$ cat src/design/lane_settings.svh
/*
 Sizes of the reduced vector lane.
 LANE_ELEM_W must be a multiple of 8, one byte enable per byte.
 LANE_NR_VREGS and LANE_ELEMS_PER_VREG must be powers of two,
 since the VRF address is the register index next to the element index.
 Operand queues need a depth of at least 2.
*/

`ifndef LANE_SETTINGS_SVH
`define LANE_SETTINGS_SVH

// Datapath width of one element
`define LANE_ELEM_W 32

// VRF geometry of the lane
`define LANE_NR_VREGS 8
`define LANE_ELEMS_PER_VREG 8

// Default operand queue depth
`define LANE_OPQUEUE_DEPTH 4

`endif

$ cat src/design/lane_pkg.sv
/*
 Types shared by the lane modules.
 All widths follow lane_settings.svh, so the header must be on the
 include path when this package is compiled.
*/

`include "lane_settings.svh"

package lane_pkg;

  // One element and its byte enables
  typedef logic [`LANE_ELEM_W-1:0] elem_t;
  typedef logic [`LANE_ELEM_W/8-1:0] strb_t;

  // Register and element indices
  typedef logic [$clog2(`LANE_NR_VREGS)-1:0] vreg_t;
  typedef logic [$clog2(`LANE_ELEMS_PER_VREG)-1:0] velem_t;

  // VRF word address, register index above element index
  typedef logic [$clog2(`LANE_NR_VREGS*`LANE_ELEMS_PER_VREG)-1:0] vaddr_t;

  // Vector length, one bit wider than an element index to hold the full length
  typedef logic [$clog2(`LANE_ELEMS_PER_VREG):0] vlen_t;

  typedef enum logic [2:0] {
    OP_ADD,
    OP_SUB,
    OP_AND,
    OP_OR,
    OP_XOR,
    OP_STORE
  } lane_op_e;

  typedef enum logic [1:0] {
    IDLE,
    ISSUE,
    WAIT_DONE
  } seq_state_e;

endpackage

$ cat src/design/lane.sv
/*
 Reduced vector lane, one lane with a single-bank VRF.
 One instruction at a time on the request port.
 Loads must not target a register used by the running instruction.
*/

`timescale 1ns/1ps

module lane import lane_pkg::*; (
  input  logic     clk_i,
  input  logic     rst_ni,
  // Instruction port
  input  logic     pe_req_valid_i,
  input  lane_op_e pe_op_i,
  input  vreg_t    pe_vd_i,
  input  vreg_t    pe_vs1_i,
  input  vreg_t    pe_vs2_i,
  input  vlen_t    pe_vl_i,
  output logic     pe_req_ready_o,
  output logic     pe_vinsn_done_o,
  // Load port
  input  logic     ldu_req_i,
  input  vaddr_t   ldu_addr_i,
  input  elem_t    ldu_wdata_i,
  input  strb_t    ldu_be_i,
  output logic     ldu_gnt_o,
  // Store port
  output elem_t    stu_operand_o,
  output logic     stu_operand_valid_o,
  input  logic     stu_operand_ready_i
);

  //////////////////////////////////////////////////////////////////////
  // Control
  //////////////////////////////////////////////////////////////////////

  logic     opreq_valid;
  logic     opreq_ready;
  vreg_t    opreq_vs1;
  vreg_t    opreq_vs2;
  vlen_t    opreq_vl;
  logic     opreq_to_store;
  logic     alu_cmd_valid;
  lane_op_e alu_op;
  vreg_t    alu_vd;
  vlen_t    alu_vl;
  logic     alu_done;
  logic     stu_handshake;

  assign stu_handshake = stu_operand_valid_o && stu_operand_ready_i;

  lane_sequencer i_lane_sequencer (
    .clk_i           (clk_i          ),
    .rst_ni          (rst_ni         ),
    .pe_req_valid_i  (pe_req_valid_i ),
    .pe_op_i         (pe_op_i        ),
    .pe_vd_i         (pe_vd_i        ),
    .pe_vs1_i        (pe_vs1_i       ),
    .pe_vs2_i        (pe_vs2_i       ),
    .pe_vl_i         (pe_vl_i        ),
    .pe_req_ready_o  (pe_req_ready_o ),
    .pe_vinsn_done_o (pe_vinsn_done_o),
    .opreq_valid_o   (opreq_valid    ),
    .opreq_ready_i   (opreq_ready    ),
    .opreq_vs1_o     (opreq_vs1      ),
    .opreq_vs2_o     (opreq_vs2      ),
    .opreq_vl_o      (opreq_vl       ),
    .opreq_to_store_o(opreq_to_store ),
    .alu_cmd_valid_o (alu_cmd_valid  ),
    .alu_op_o        (alu_op         ),
    .alu_vd_o        (alu_vd         ),
    .alu_vl_o        (alu_vl         ),
    .alu_done_i      (alu_done       ),
    .stu_handshake_i (stu_handshake  )
  );

  //////////////////////////////////////////////////////////////////////
  // VRF access
  //////////////////////////////////////////////////////////////////////

  logic       alu_wb_req;
  vaddr_t     alu_wb_addr;
  elem_t      alu_wb_data;
  logic       alu_wb_gnt;
  logic       vrf_req;
  logic       vrf_we;
  vaddr_t     vrf_addr;
  elem_t      vrf_wdata;
  strb_t      vrf_be;
  elem_t      vrf_rdata;
  logic [2:0] q_almost_free;
  logic [2:0] q_push;
  elem_t      q_data;

  operand_requester i_operand_requester (
    .clk_i           (clk_i         ),
    .rst_ni          (rst_ni        ),
    .opreq_valid_i   (opreq_valid   ),
    .opreq_ready_o   (opreq_ready   ),
    .opreq_vs1_i     (opreq_vs1     ),
    .opreq_vs2_i     (opreq_vs2     ),
    .opreq_vl_i      (opreq_vl      ),
    .opreq_to_store_i(opreq_to_store),
    .ldu_req_i       (ldu_req_i     ),
    .ldu_addr_i      (ldu_addr_i    ),
    .ldu_wdata_i     (ldu_wdata_i   ),
    .ldu_be_i        (ldu_be_i      ),
    .ldu_gnt_o       (ldu_gnt_o     ),
    .alu_wb_req_i    (alu_wb_req    ),
    .alu_wb_addr_i   (alu_wb_addr   ),
    .alu_wb_data_i   (alu_wb_data   ),
    .alu_wb_gnt_o    (alu_wb_gnt    ),
    .vrf_req_o       (vrf_req       ),
    .vrf_we_o        (vrf_we        ),
    .vrf_addr_o      (vrf_addr      ),
    .vrf_wdata_o     (vrf_wdata     ),
    .vrf_be_o        (vrf_be        ),
    .vrf_rdata_i     (vrf_rdata     ),
    .q_almost_free_i (q_almost_free ),
    .q_push_o        (q_push        ),
    .q_data_o        (q_data        )
  );

  vector_regfile i_vrf (
    .clk_i  (clk_i    ),
    .rst_ni (rst_ni   ),
    .req_i  (vrf_req  ),
    .we_i   (vrf_we   ),
    .addr_i (vrf_addr ),
    .wdata_i(vrf_wdata),
    .be_i   (vrf_be   ),
    .rdata_o(vrf_rdata)
  );

  //////////////////////////////////////////////////////////////////////
  // Operand queues and ALU
  //////////////////////////////////////////////////////////////////////

  elem_t alu_a;
  elem_t alu_b;
  logic  alu_a_valid;
  logic  alu_b_valid;
  logic  alu_a_ready;
  logic  alu_b_ready;

  operand_queue i_vs1_queue (
    .clk_i        (clk_i           ),
    .rst_ni       (rst_ni          ),
    .push_i       (q_push[0]       ),
    .data_i       (q_data          ),
    .almost_free_o(q_almost_free[0]),
    .data_o       (alu_a           ),
    .valid_o      (alu_a_valid     ),
    .ready_i      (alu_a_ready     )
  );

  operand_queue i_vs2_queue (
    .clk_i        (clk_i           ),
    .rst_ni       (rst_ni          ),
    .push_i       (q_push[1]       ),
    .data_i       (q_data          ),
    .almost_free_o(q_almost_free[1]),
    .data_o       (alu_b           ),
    .valid_o      (alu_b_valid     ),
    .ready_i      (alu_b_ready     )
  );

  // Drives the store port directly
  operand_queue i_store_queue (
    .clk_i        (clk_i              ),
    .rst_ni       (rst_ni             ),
    .push_i       (q_push[2]          ),
    .data_i       (q_data             ),
    .almost_free_o(q_almost_free[2]   ),
    .data_o       (stu_operand_o      ),
    .valid_o      (stu_operand_valid_o),
    .ready_i      (stu_operand_ready_i)
  );

  lane_alu i_lane_alu (
    .clk_i      (clk_i        ),
    .rst_ni     (rst_ni       ),
    .cmd_valid_i(alu_cmd_valid),
    .op_i       (alu_op       ),
    .vd_i       (alu_vd       ),
    .vl_i       (alu_vl       ),
    .a_i        (alu_a        ),
    .a_valid_i  (alu_a_valid  ),
    .a_ready_o  (alu_a_ready  ),
    .b_i        (alu_b        ),
    .b_valid_i  (alu_b_valid  ),
    .b_ready_o  (alu_b_ready  ),
    .wb_req_o   (alu_wb_req   ),
    .wb_addr_o  (alu_wb_addr  ),
    .wb_data_o  (alu_wb_data  ),
    .wb_gnt_i   (alu_wb_gnt   ),
    .done_o     (alu_done     )
  );

endmodule

$ cat src/design/lane_alu.sv
/*
 Element-wise integer ALU of the lane.
 Pops a vs1/vs2 pair when both are valid, then holds the writeback
 request until granted. SUB computes vs2 - vs1, wrapping modulo 2^32.
 A new command is only given while the ALU is idle.
*/

`timescale 1ns/1ps

module lane_alu import lane_pkg::*; (
  input  logic     clk_i,
  input  logic     rst_ni,
  // Command from the sequencer
  input  logic     cmd_valid_i,
  input  lane_op_e op_i,
  input  vreg_t    vd_i,
  input  vlen_t    vl_i,
  // Operands, a from vs1 and b from vs2
  input  elem_t    a_i,
  input  logic     a_valid_i,
  output logic     a_ready_o,
  input  elem_t    b_i,
  input  logic     b_valid_i,
  output logic     b_ready_o,
  // Writeback
  output logic     wb_req_o,
  output vaddr_t   wb_addr_o,
  output elem_t    wb_data_o,
  input  logic     wb_gnt_i,
  output logic     done_o
);

  logic     busy_q;
  logic     pend_q;
  logic     done_q;
  lane_op_e op_q;
  vreg_t    vd_q;
  vlen_t    vl_q;
  velem_t   idx_q;
  elem_t    res_q;
  elem_t    res_d;
  logic     pop;

  // A pair may enter as the pending result leaves
  assign pop       = busy_q && (!pend_q || wb_gnt_i) && a_valid_i && b_valid_i;
  assign a_ready_o = pop;
  assign b_ready_o = pop;

  always_comb begin
    unique case (op_q)
      OP_ADD:  res_d = b_i + a_i;
      OP_SUB:  res_d = b_i - a_i;
      OP_AND:  res_d = b_i & a_i;
      OP_OR:   res_d = b_i | a_i;
      OP_XOR:  res_d = b_i ^ a_i;
      default: res_d = '0;
    endcase
  end

  always_ff @(posedge clk_i or negedge rst_ni) begin
    if (!rst_ni) begin
      busy_q <= 1'b0;
      pend_q <= 1'b0;
      done_q <= 1'b0;
      idx_q  <= '0;
    end else begin
      done_q <= 1'b0;
      if (cmd_valid_i) begin
        busy_q <= 1'b1;
        idx_q  <= '0;
      end else if (pend_q && wb_gnt_i) begin
        idx_q <= idx_q + 1'b1;
        if (vlen_t'(idx_q) + vlen_t'(1) == vl_q) begin
          busy_q <= 1'b0;
          done_q <= 1'b1;
        end
      end
      if (pop) begin
        pend_q <= 1'b1;
      end else if (wb_gnt_i) begin
        pend_q <= 1'b0;
      end
    end
  end

  always_ff @(posedge clk_i) begin
    if (cmd_valid_i) begin
      op_q <= op_i;
      vd_q <= vd_i;
      vl_q <= vl_i;
    end
    if (pop) begin
      res_q <= res_d;
    end
  end

  assign wb_req_o  = pend_q;
  assign wb_addr_o = {vd_q, idx_q};
  assign wb_data_o = res_q;
  assign done_o    = done_q;

  // No operand pair arrives beyond the vl elements of the command
  a_wb_in_cmd: assert property (@(posedge clk_i) disable iff (!rst_ni)
    wb_req_o |-> busy_q);

endmodule

$ cat src/design/lane_sequencer.sv
/*
 Lane control FSM, one instruction in flight at a time.
 An ALU instruction completes on alu_done_i, a store after vl handshakes
 on the store port. vl must be between 1 and the register length.
 Done is a one-cycle pulse, and ready returns the cycle after it.
*/

`timescale 1ns/1ps

module lane_sequencer import lane_pkg::*; (
  input  logic     clk_i,
  input  logic     rst_ni,
  // Instruction port
  input  logic     pe_req_valid_i,
  input  lane_op_e pe_op_i,
  input  vreg_t    pe_vd_i,
  input  vreg_t    pe_vs1_i,
  input  vreg_t    pe_vs2_i,
  input  vlen_t    pe_vl_i,
  output logic     pe_req_ready_o,
  output logic     pe_vinsn_done_o,
  // Operand requester
  output logic     opreq_valid_o,
  input  logic     opreq_ready_i,
  output vreg_t    opreq_vs1_o,
  output vreg_t    opreq_vs2_o,
  output vlen_t    opreq_vl_o,
  output logic     opreq_to_store_o,
  // ALU
  output logic     alu_cmd_valid_o,
  output lane_op_e alu_op_o,
  output vreg_t    alu_vd_o,
  output vlen_t    alu_vl_o,
  input  logic     alu_done_i,
  // Store port activity
  input  logic     stu_handshake_i
);

  seq_state_e state_q;
  logic       done_q;
  vlen_t      st_cnt_q;
  lane_op_e   op_q;
  vreg_t      vd_q;
  vreg_t      vs1_q;
  vreg_t      vs2_q;
  vlen_t      vl_q;
  logic       is_store;
  logic       finish;

  assign is_store = (op_q == OP_STORE);

  // Last store handshake, or the ALU reporting its final writeback
  assign finish = is_store ? (stu_handshake_i && (st_cnt_q + vlen_t'(1) == vl_q)) : alu_done_i;

  always_ff @(posedge clk_i or negedge rst_ni) begin
    if (!rst_ni) begin
      state_q  <= IDLE;
      done_q   <= 1'b0;
      st_cnt_q <= '0;
    end else begin
      done_q <= 1'b0;
      unique case (state_q)
        IDLE: begin
          if (pe_req_valid_i) begin
            state_q  <= ISSUE;
            st_cnt_q <= '0;
          end
        end
        ISSUE: begin
          if (opreq_ready_i) begin
            state_q <= WAIT_DONE;
          end
        end
        WAIT_DONE: begin
          if (done_q) begin
            state_q <= IDLE;
          end else if (finish) begin
            done_q <= 1'b1;
          end
          if (stu_handshake_i) begin
            st_cnt_q <= st_cnt_q + vlen_t'(1);
          end
        end
        default: state_q <= IDLE;
      endcase
    end
  end

  // Instruction fields, captured on acceptance
  always_ff @(posedge clk_i) begin
    if (pe_req_valid_i && pe_req_ready_o) begin
      op_q  <= pe_op_i;
      vd_q  <= pe_vd_i;
      vs1_q <= pe_vs1_i;
      vs2_q <= pe_vs2_i;
      vl_q  <= pe_vl_i;
    end
  end

  assign pe_req_ready_o  = (state_q == IDLE);
  assign pe_vinsn_done_o = done_q;

  assign opreq_valid_o    = (state_q == ISSUE);
  assign opreq_vs1_o      = vs1_q;
  assign opreq_vs2_o      = vs2_q;
  assign opreq_vl_o       = vl_q;
  assign opreq_to_store_o = is_store;

  // ALU command goes out together with the accepted operand command
  assign alu_cmd_valid_o = (state_q == ISSUE) && opreq_ready_i && !is_store;
  assign alu_op_o        = op_q;
  assign alu_vd_o        = vd_q;
  assign alu_vl_o        = vl_q;

  // Store handshakes and ALU completion only belong to the running instruction
  a_completion_owner: assert property (@(posedge clk_i) disable iff (!rst_ni)
    (stu_handshake_i || alu_done_i) |-> (state_q == WAIT_DONE) && (is_store == stu_handshake_i));

endmodule

$ cat src/design/operand_queue.sv
/*
 Operand FIFO between the VRF and a consumer.
 almost_free_o means two free slots, room for a read still in flight.
 Pushed data is visible at the output one cycle later. DEPTH >= 2.
*/

`timescale 1ns/1ps

`include "lane_settings.svh"

module operand_queue import lane_pkg::*; #(
  parameter int unsigned DEPTH = `LANE_OPQUEUE_DEPTH
) (
  input  logic  clk_i,
  input  logic  rst_ni,
  input  logic  push_i,
  input  elem_t data_i,
  output logic  almost_free_o,
  output elem_t data_o,
  output logic  valid_o,
  input  logic  ready_i
);

  localparam int unsigned PTR_W = $clog2(DEPTH);
  localparam int unsigned CNT_W = $clog2(DEPTH + 1);

  elem_t             mem [DEPTH];
  logic [PTR_W-1:0]  wr_ptr_q;
  logic [PTR_W-1:0]  rd_ptr_q;
  logic [CNT_W-1:0]  cnt_q;
  logic              pop;

  assign pop           = valid_o && ready_i;
  assign valid_o       = (cnt_q != '0);
  assign data_o        = mem[rd_ptr_q];
  assign almost_free_o = (cnt_q <= CNT_W'(DEPTH - 2));

  always_ff @(posedge clk_i) begin
    if (push_i) begin
      mem[wr_ptr_q] <= data_i;
    end
  end

  always_ff @(posedge clk_i or negedge rst_ni) begin
    if (!rst_ni) begin
      wr_ptr_q <= '0;
      rd_ptr_q <= '0;
      cnt_q    <= '0;
    end else begin
      if (push_i) begin
        wr_ptr_q <= (wr_ptr_q == PTR_W'(DEPTH - 1)) ? '0 : wr_ptr_q + 1'b1;
      end
      if (pop) begin
        rd_ptr_q <= (rd_ptr_q == PTR_W'(DEPTH - 1)) ? '0 : rd_ptr_q + 1'b1;
      end
      cnt_q <= cnt_q + CNT_W'(push_i) - CNT_W'(pop);
    end
  end

  // The requester must never push into a full queue
  a_no_overflow: assert property (@(posedge clk_i) disable iff (!rst_ni)
    push_i |-> (cnt_q != CNT_W'(DEPTH)));

endmodule

$ cat src/design/operand_requester.sv
/*
 VRF port arbiter and operand fetch.
 Fixed priority per cycle: ALU writeback, load write, one operand read.
 ALU operands are read as vs1 then vs2 for each element, a store reads
 only vs2. A read starts only when its queue has two free slots.
*/

`timescale 1ns/1ps

`include "lane_settings.svh"

module operand_requester import lane_pkg::*; (
  input  logic       clk_i,
  input  logic       rst_ni,
  // Operand command
  input  logic       opreq_valid_i,
  output logic       opreq_ready_o,
  input  vreg_t      opreq_vs1_i,
  input  vreg_t      opreq_vs2_i,
  input  vlen_t      opreq_vl_i,
  input  logic       opreq_to_store_i,
  // Load port
  input  logic       ldu_req_i,
  input  vaddr_t     ldu_addr_i,
  input  elem_t      ldu_wdata_i,
  input  strb_t      ldu_be_i,
  output logic       ldu_gnt_o,
  // ALU writeback
  input  logic       alu_wb_req_i,
  input  vaddr_t     alu_wb_addr_i,
  input  elem_t      alu_wb_data_i,
  output logic       alu_wb_gnt_o,
  // VRF
  output logic       vrf_req_o,
  output logic       vrf_we_o,
  output vaddr_t     vrf_addr_o,
  output elem_t      vrf_wdata_o,
  output strb_t      vrf_be_o,
  input  elem_t      vrf_rdata_i,
  // Operand queues, bit 0 vs1, bit 1 vs2, bit 2 store
  input  logic [2:0] q_almost_free_i,
  output logic [2:0] q_push_o,
  output elem_t      q_data_o
);

  logic       busy_q;
  logic       to_store_q;
  logic       phase_q;
  vreg_t      vs1_q;
  vreg_t      vs2_q;
  vlen_t      vl_q;
  vlen_t      cnt_q;
  logic       rd_valid_q;
  logic [1:0] rd_tgt_q;
  logic [1:0] rd_tgt;
  vreg_t      rd_reg;
  logic       rd_issue;
  logic       elem_step;

  // The vs2 phase also serves stores
  assign elem_step = to_store_q || phase_q;
  assign rd_tgt    = to_store_q ? 2'd2 : {1'b0, phase_q};
  assign rd_reg    = elem_step ? vs2_q : vs1_q;
  assign rd_issue  = busy_q && !alu_wb_req_i && !ldu_req_i && q_almost_free_i[rd_tgt];

  assign opreq_ready_o = !busy_q;
  assign alu_wb_gnt_o  = alu_wb_req_i;
  assign ldu_gnt_o     = ldu_req_i && !alu_wb_req_i;

  always_comb begin
    vrf_req_o = alu_wb_req_i || ldu_req_i || rd_issue;
    vrf_we_o  = alu_wb_req_i || ldu_req_i;
    if (alu_wb_req_i) begin
      vrf_addr_o  = alu_wb_addr_i;
      vrf_wdata_o = alu_wb_data_i;
      vrf_be_o    = '1;
    end else if (ldu_req_i) begin
      vrf_addr_o  = ldu_addr_i;
      vrf_wdata_o = ldu_wdata_i;
      vrf_be_o    = ldu_be_i;
    end else begin
      vrf_addr_o  = {rd_reg, velem_t'(cnt_q)};
      vrf_wdata_o = '0;
      vrf_be_o    = '0;
    end
  end

  always_ff @(posedge clk_i or negedge rst_ni) begin
    if (!rst_ni) begin
      busy_q     <= 1'b0;
      phase_q    <= 1'b0;
      cnt_q      <= '0;
      rd_valid_q <= 1'b0;
      rd_tgt_q   <= '0;
    end else begin
      rd_valid_q <= rd_issue;
      rd_tgt_q   <= rd_tgt;
      if (opreq_valid_i && !busy_q) begin
        busy_q  <= 1'b1;
        phase_q <= 1'b0;
        cnt_q   <= '0;
      end else if (rd_issue) begin
        phase_q <= !elem_step;
        if (elem_step) begin
          cnt_q <= cnt_q + vlen_t'(1);
          if (cnt_q + vlen_t'(1) == vl_q) begin
            busy_q <= 1'b0;
          end
        end
      end
    end
  end

  always_ff @(posedge clk_i) begin
    if (opreq_valid_i && opreq_ready_o) begin
      vs1_q      <= opreq_vs1_i;
      vs2_q      <= opreq_vs2_i;
      vl_q       <= opreq_vl_i;
      to_store_q <= opreq_to_store_i;
    end
  end

  // Read data returns one cycle later, steered to the queue it was read for
  assign q_push_o = rd_valid_q ? (3'b001 << rd_tgt_q) : 3'b000;
  assign q_data_o = vrf_rdata_i;

  // Each operand command covers 1 up to the register length of elements
  a_vl_range: assert property (@(posedge clk_i) disable iff (!rst_ni)
    opreq_valid_i && opreq_ready_o |-> (opreq_vl_i != '0) &&
    (opreq_vl_i <= vlen_t'(`LANE_ELEMS_PER_VREG)));

endmodule

$ cat src/design/vector_regfile.sv
/*
 Single-port VRF of one lane, one access per cycle.
 Writes honour the byte enables. Read data appears one cycle after
 the request and holds until the next read.
 Memory contents are undefined after reset.
*/

`timescale 1ns/1ps

module vector_regfile import lane_pkg::*; (
  input  logic   clk_i,
  input  logic   rst_ni,
  input  logic   req_i,
  input  logic   we_i,
  input  vaddr_t addr_i,
  input  elem_t  wdata_i,
  input  strb_t  be_i,
  output elem_t  rdata_o
);

  elem_t mem [2**$bits(vaddr_t)];

  always_ff @(posedge clk_i) begin
    if (req_i && we_i) begin
      for (int b = 0; b < $bits(strb_t); b++) begin
        if (be_i[b]) begin
          mem[addr_i][8*b +: 8] <= wdata_i[8*b +: 8];
        end
      end
    end
  end

  // Registered read port
  always_ff @(posedge clk_i or negedge rst_ni) begin
    if (!rst_ni) begin
      rdata_o <= '0;
    end else if (req_i && !we_i) begin
      rdata_o <= mem[addr_i];
    end
  end

endmodule

$ cat config.mk
export PLATFORM = sky130hd
export DESIGN_NAME = lane
export DESIGN_NICKNAME = d
export VERILOG_FILES = /design/src/design/lane_pkg.sv /design/src/design/lane.sv /design/src/design/lane_alu.sv /design/src/design/lane_sequencer.sv /design/src/design/operand_queue.sv /design/src/design/operand_requester.sv /design/src/design/vector_regfile.sv
export VERILOG_INCLUDE_DIRS = /design/src /design/src/design
export SDC_FILE = /design/constraint.sdc
export NUM_CORES = 2
export LEC_CHECK = 0
export BUFFER_PORTS_ARGS = -buffer_cell sky130_fd_sc_hd__buf_2
export CAP_MARGIN = 20
export CORE_MARGIN = 8
export CORE_UTILIZATION = 40
export CTS_CLUSTER_DIAMETER = 80
export DETAILED_ROUTE_END_ITERATION = 8
export HOLD_SLACK_MARGIN = 0.1
export PLACE_DENSITY_LB_ADDON = 0.08
export SKIP_LAST_GASP = 1
export SYNTH_ARGS = -nofsm -noshare
export SYNTH_HDL_FRONTEND = slang
export SYNTH_SLANG_ARGS = --single-unit
$ cat constraint.sdc
create_clock -name clk_i -period 13 [get_ports clk_i]
set_clock_uncertainty 0.2 [all_clocks]
set_input_delay 2.6 -clock clk_i [delete_from_list [all_inputs] [get_ports clk_i]]
set_output_delay 2.6 -clock clk_i [all_outputs]
set_load 0.01 [all_outputs]
==> results.md <==
* Root Buffer Master: clkbuf_16
* Static leakage at 37.8 nW
* Pin count of the biggest net entering global routing at 89
* CTS tree: yes
* I/O Buffers at 98
* Share of layout cells above drive strength 1 at 14.2%
* DPL Wire Length at 208000 microns
* Post-Syn Instances at 6457
* Fmax at 138 MHz
* Final hold vios at 0
* RR Startpoint: i_vs1_queue.rd_ptr_q[0]
* First-pass GRT wire length at 487000 microns
* Core Rows at 185
* WHS at 0.221 ns
* Clock Latency Late Sink at 0.92 ns
* Crit path kind: input pin to output port
* Hold-fix buffers at CTS at 0
* Final nets at 6828
* Resized cells post-CTS at 0
* Final setup fails at 0
* Via count at 61768
* Most used routing layer: met2
* Clk pin slew, worst setup/hold paths at 0.05 ns
* H-tree levels at 5
* Post-synth cell types at 86
* Setup crit end kind: output port
* Mux contribution to synthesized area at 4.54%
* Synth Area in Compound Gates at 10.8%
* CTS Sinks at 2576
* Worst ir drop on vdd at 0.306 mV
* R2r worst-path depth at 17
* Final wirelength at 350000 microns
* Remaining antenna violation count at 0
* EDFF count, synth at 2501
* Die ar. at 272000 sq um
* Seq cells post-synth at 2576
* Combinational family with the most area after synthesis: compound AO/OA/AOI/OAI gates
* Chip width at 522 microns
* Pwr dens at 274 nW/um^2
* Worst setup SP type: input pin
* Core Region at 254000 sq um
* Top_reg_cell synth: edfxtp_1
* Post-Synth Simple-Gate Area at 5.01%
* CTS max path bufs at 4
* TritonRoute pass-1 iters at 9
* Worst hold path type: register to register
* I/O Pins at 99
* Ys Warns at 0
* Syn Nets at 6647
* Register area share after synthesis at 75.3%
* Met3 Resource Use GR at 4.48%
* M2 GR Usage at 40.7%
* Num CTS Buffers at 297
* Ys async rst share at 2.91%
* Initial core utilization at 40.2%
* Max-slew violations at 0
* Max_cap viols at 0
* Routed WL per cell at 34.3 microns
* Adder-cell share of the synthesized area at 1.58%
* Remaining routing DRC violations at 0
* Post-route clock period utilization at 55.8%
* Setup_tns at 0 ns
* WP data required at 10.20 ns
* Fillcell total at 22247
* Slew margin rel. at 17.8%
* Worst-margin pin slew at 1.22 ns
* Antenna violations before repair at 22
* Vias in the first global route at 60621
* Post-CTS Repair Setup Buffers at 0
* Gr ovfl total at 0
* Hold depth at 0
* Area Growth Syn to Fin at 13.7%
* Via density at 6.05
* Hold EP: i_operand_requester.vs1_q[2]
* Total track usage at 25.1%
* Avg Inst Size Synth at 15.8 sq um
* Hold Startpoint: i_lane_sequencer.opreq_vs1_o[2]
* Post-Synth XOR/XNOR Area at 0.685%
* Routability cong. at 0.826
* Arrival @ worst endpoint at 4.45 ns
* Max FO, Critical Path at 23
* R2R Path End: i_lane_alu.wb_data_o[27]
* GRT met1 Usage at 34.8%
* Result of the run: complete, no violations
* Cell Area, Synth at 102000 sq um
* Reg2reg setup slack at 6.17 ns
* Initial DRC count at 7266
* Die height at 522 microns
* Unrepaired setup endpoints after global routing: false
* Min Tclk post-route at 7.25 ns
==> layer usage <==
layer	vias up	wire [microns]
met5	-	8
met4	2	10200
met3	526	28000
met2	2936	166000
met1	32502	146000
li1	25802	-
==> flip-flops by register name (all words and copies together) (netlist names), 4 cells and up <==
name / cells
i_vs1_queue.mem: 128
i_vs2_queue.mem: 128
i_vrf.rdata_o: 32
i_operand_requester.vl_q: 4
i_lane_alu.vl_q: 4
i_vrf.mem: 2048
i_operand_requester.cnt_q: 4
i_lane_sequencer.st_cnt_q: 4
i_lane_alu.wb_data_o: 32
i_lane_sequencer.alu_vl_o: 4
i_store_queue.mem: 128
==> cells in the final DEF (no fill, tap or decap), types with 24 or more instances in the layout <==
cell | synthesis | layout
edfxtp_1 | 2501 | 2501
nand2_1 | 770 | 765
a21oi_1 | 516 | 516
nor2_1 | 367 | 348
clkbuf_16 | 0 | 305
a22oi_1 | 268 | 268
buf_4 | 7 | 166
a221oi_1 | 152 | 152
mux4_2 | 147 | 147
ha_1 | 123 | 123
a211oi_1 | 117 | 117
o21ai_0 | 114 | 113
inv_1 | 108 | 107
buf_2 | 117 | 98
o22ai_1 | 95 | 95
clkbuf_1 | 182 | 69
dfrtp_1 | 75 | 68
mux2i_1 | 59 | 59
a31oi_1 | 58 | 57
xnor2_1 | 56 | 56
clkinv_1 | 0 | 51
a22o_1 | 76 | 45
clkinv_2 | 0 | 43
mux2_2 | 42 | 42
a22o_2 | 0 | 31
o221ai_1 | 30 | 30
nor3_1 | 32 | 25
bufinv_16 | 0 | 25
xor2_1 | 24 | 24
==> critical path, stage by stage <==
cell and delay, ns:
buf_2 0.08, buf_4 0.40, nor2b_4 0.70, buf_4 0.40, buf_2 0.20
==> kinds of logic (layout without fill, tap and decap cells) <==
| family | Yosys count | count (layout) |
|---|---|---|
| compound gates | 1631 | 1631 |
| xor+xnor | 80 | 80 |
| fa+ha+maj | 127 | 127 |
| buf+inv | 510 | 896 |
| flops | 2576 | 2576 |
| mux | 261 | 261 |
| other cells | 0 | 7 |
| simple gates | 1272 | 1272 |
==> worst max path at each step <==
| stage | cells past startpoint | to | slack, ns | from |
|---|---|---|---|---|
| after floorplan | 4 | i_vrf.mem[0][30] | 6.47 | ldu_req_i |
| after global placement | 12 | i_vrf.rdata_o[20] | 4.95 | ldu_req_i |
| after detailed placement | 12 | i_vrf.rdata_o[20] | 4.92 | ldu_req_i |
| after CTS | 5 | ldu_gnt_o | 5.69 | ldu_req_i |
| after global routing | 5 | ldu_gnt_o | 5.64 | ldu_req_i |
| final | 5 | ldu_gnt_o | 5.75 | ldu_req_i |
==> area by class of cell <==
| cell class | count | area, sq um | area share (%) |
|---|---|---|---|
| Tap cell | 3366 | 4210 | 3.62 |
| Timing Repair Buffer | 282 | 2010 | 1.73 |
| Antenna cell | 7 | 17.5 | 0.0151 |
| Clock buffer | 379 | 7960 | 6.84 |
| Inverter | 110 | 414 | 0.356 |
| Sequential cell | 2576 | 77000 | 66.2 |
| Clock inverter | 125 | 1230 | 1.05 |
| Multi-Input combinational cell | 3371 | 23500 | 20.2 |
==> power breakdown <==
group          internal [W]  switching, W
logic               0.00319       0.00890
registers            0.0111      0.000609
clock network       0.00480       0.00328
total                0.0191        0.0128
==> metrics by stage <==
step | setup WS, ns | instance area [sq um] | utilization [%] | cells | power, W
finish | 5.75 | 116000 | 45.8 | 10216 | 0.0318
global route | 5.64 | 116000 | 45.8 | 10210 | 0.0329
CTS | 5.69 | 116000 | 45.7 | 10204 | 0.0319
detailed placement | 4.92 | 107000 | 42.1 | 9700 | 0.0239
global placement | 4.95 | 107000 | 42.1 | 9693 | 0.0238
floorplan | 6.47 | 102000 | - | 6457 | 0.0181
==> Yosys cell counts, drive strengths merged (25+ instances only) <==
cell / count / area, sq um
a221oi: 152 / 1330
clkbuf: 183 / 688
mux2: 47 / 529
o221ai: 30 / 263
nand3: 25 / 130
a22o: 76 / 666
mux2i: 59 / 591
o22ai: 95 / 594
a211oi: 117 / 878
edfxtp: 2501 / 75100
o21ai: 131 / 667
inv: 110 / 413
a31oi: 58 / 363
dfrtp: 75 / 1880
nor3: 36 / 206
a21oi: 516 / 2580
a22oi: 268 / 2010
nor2: 368 / 1380
xnor2: 56 / 490
ha: 123 / 1540
buf: 217 / 1070
nand2: 771 / 2900
mux4: 155 / 3520
No activity file was read; power rests on OpenSTA's default activity.
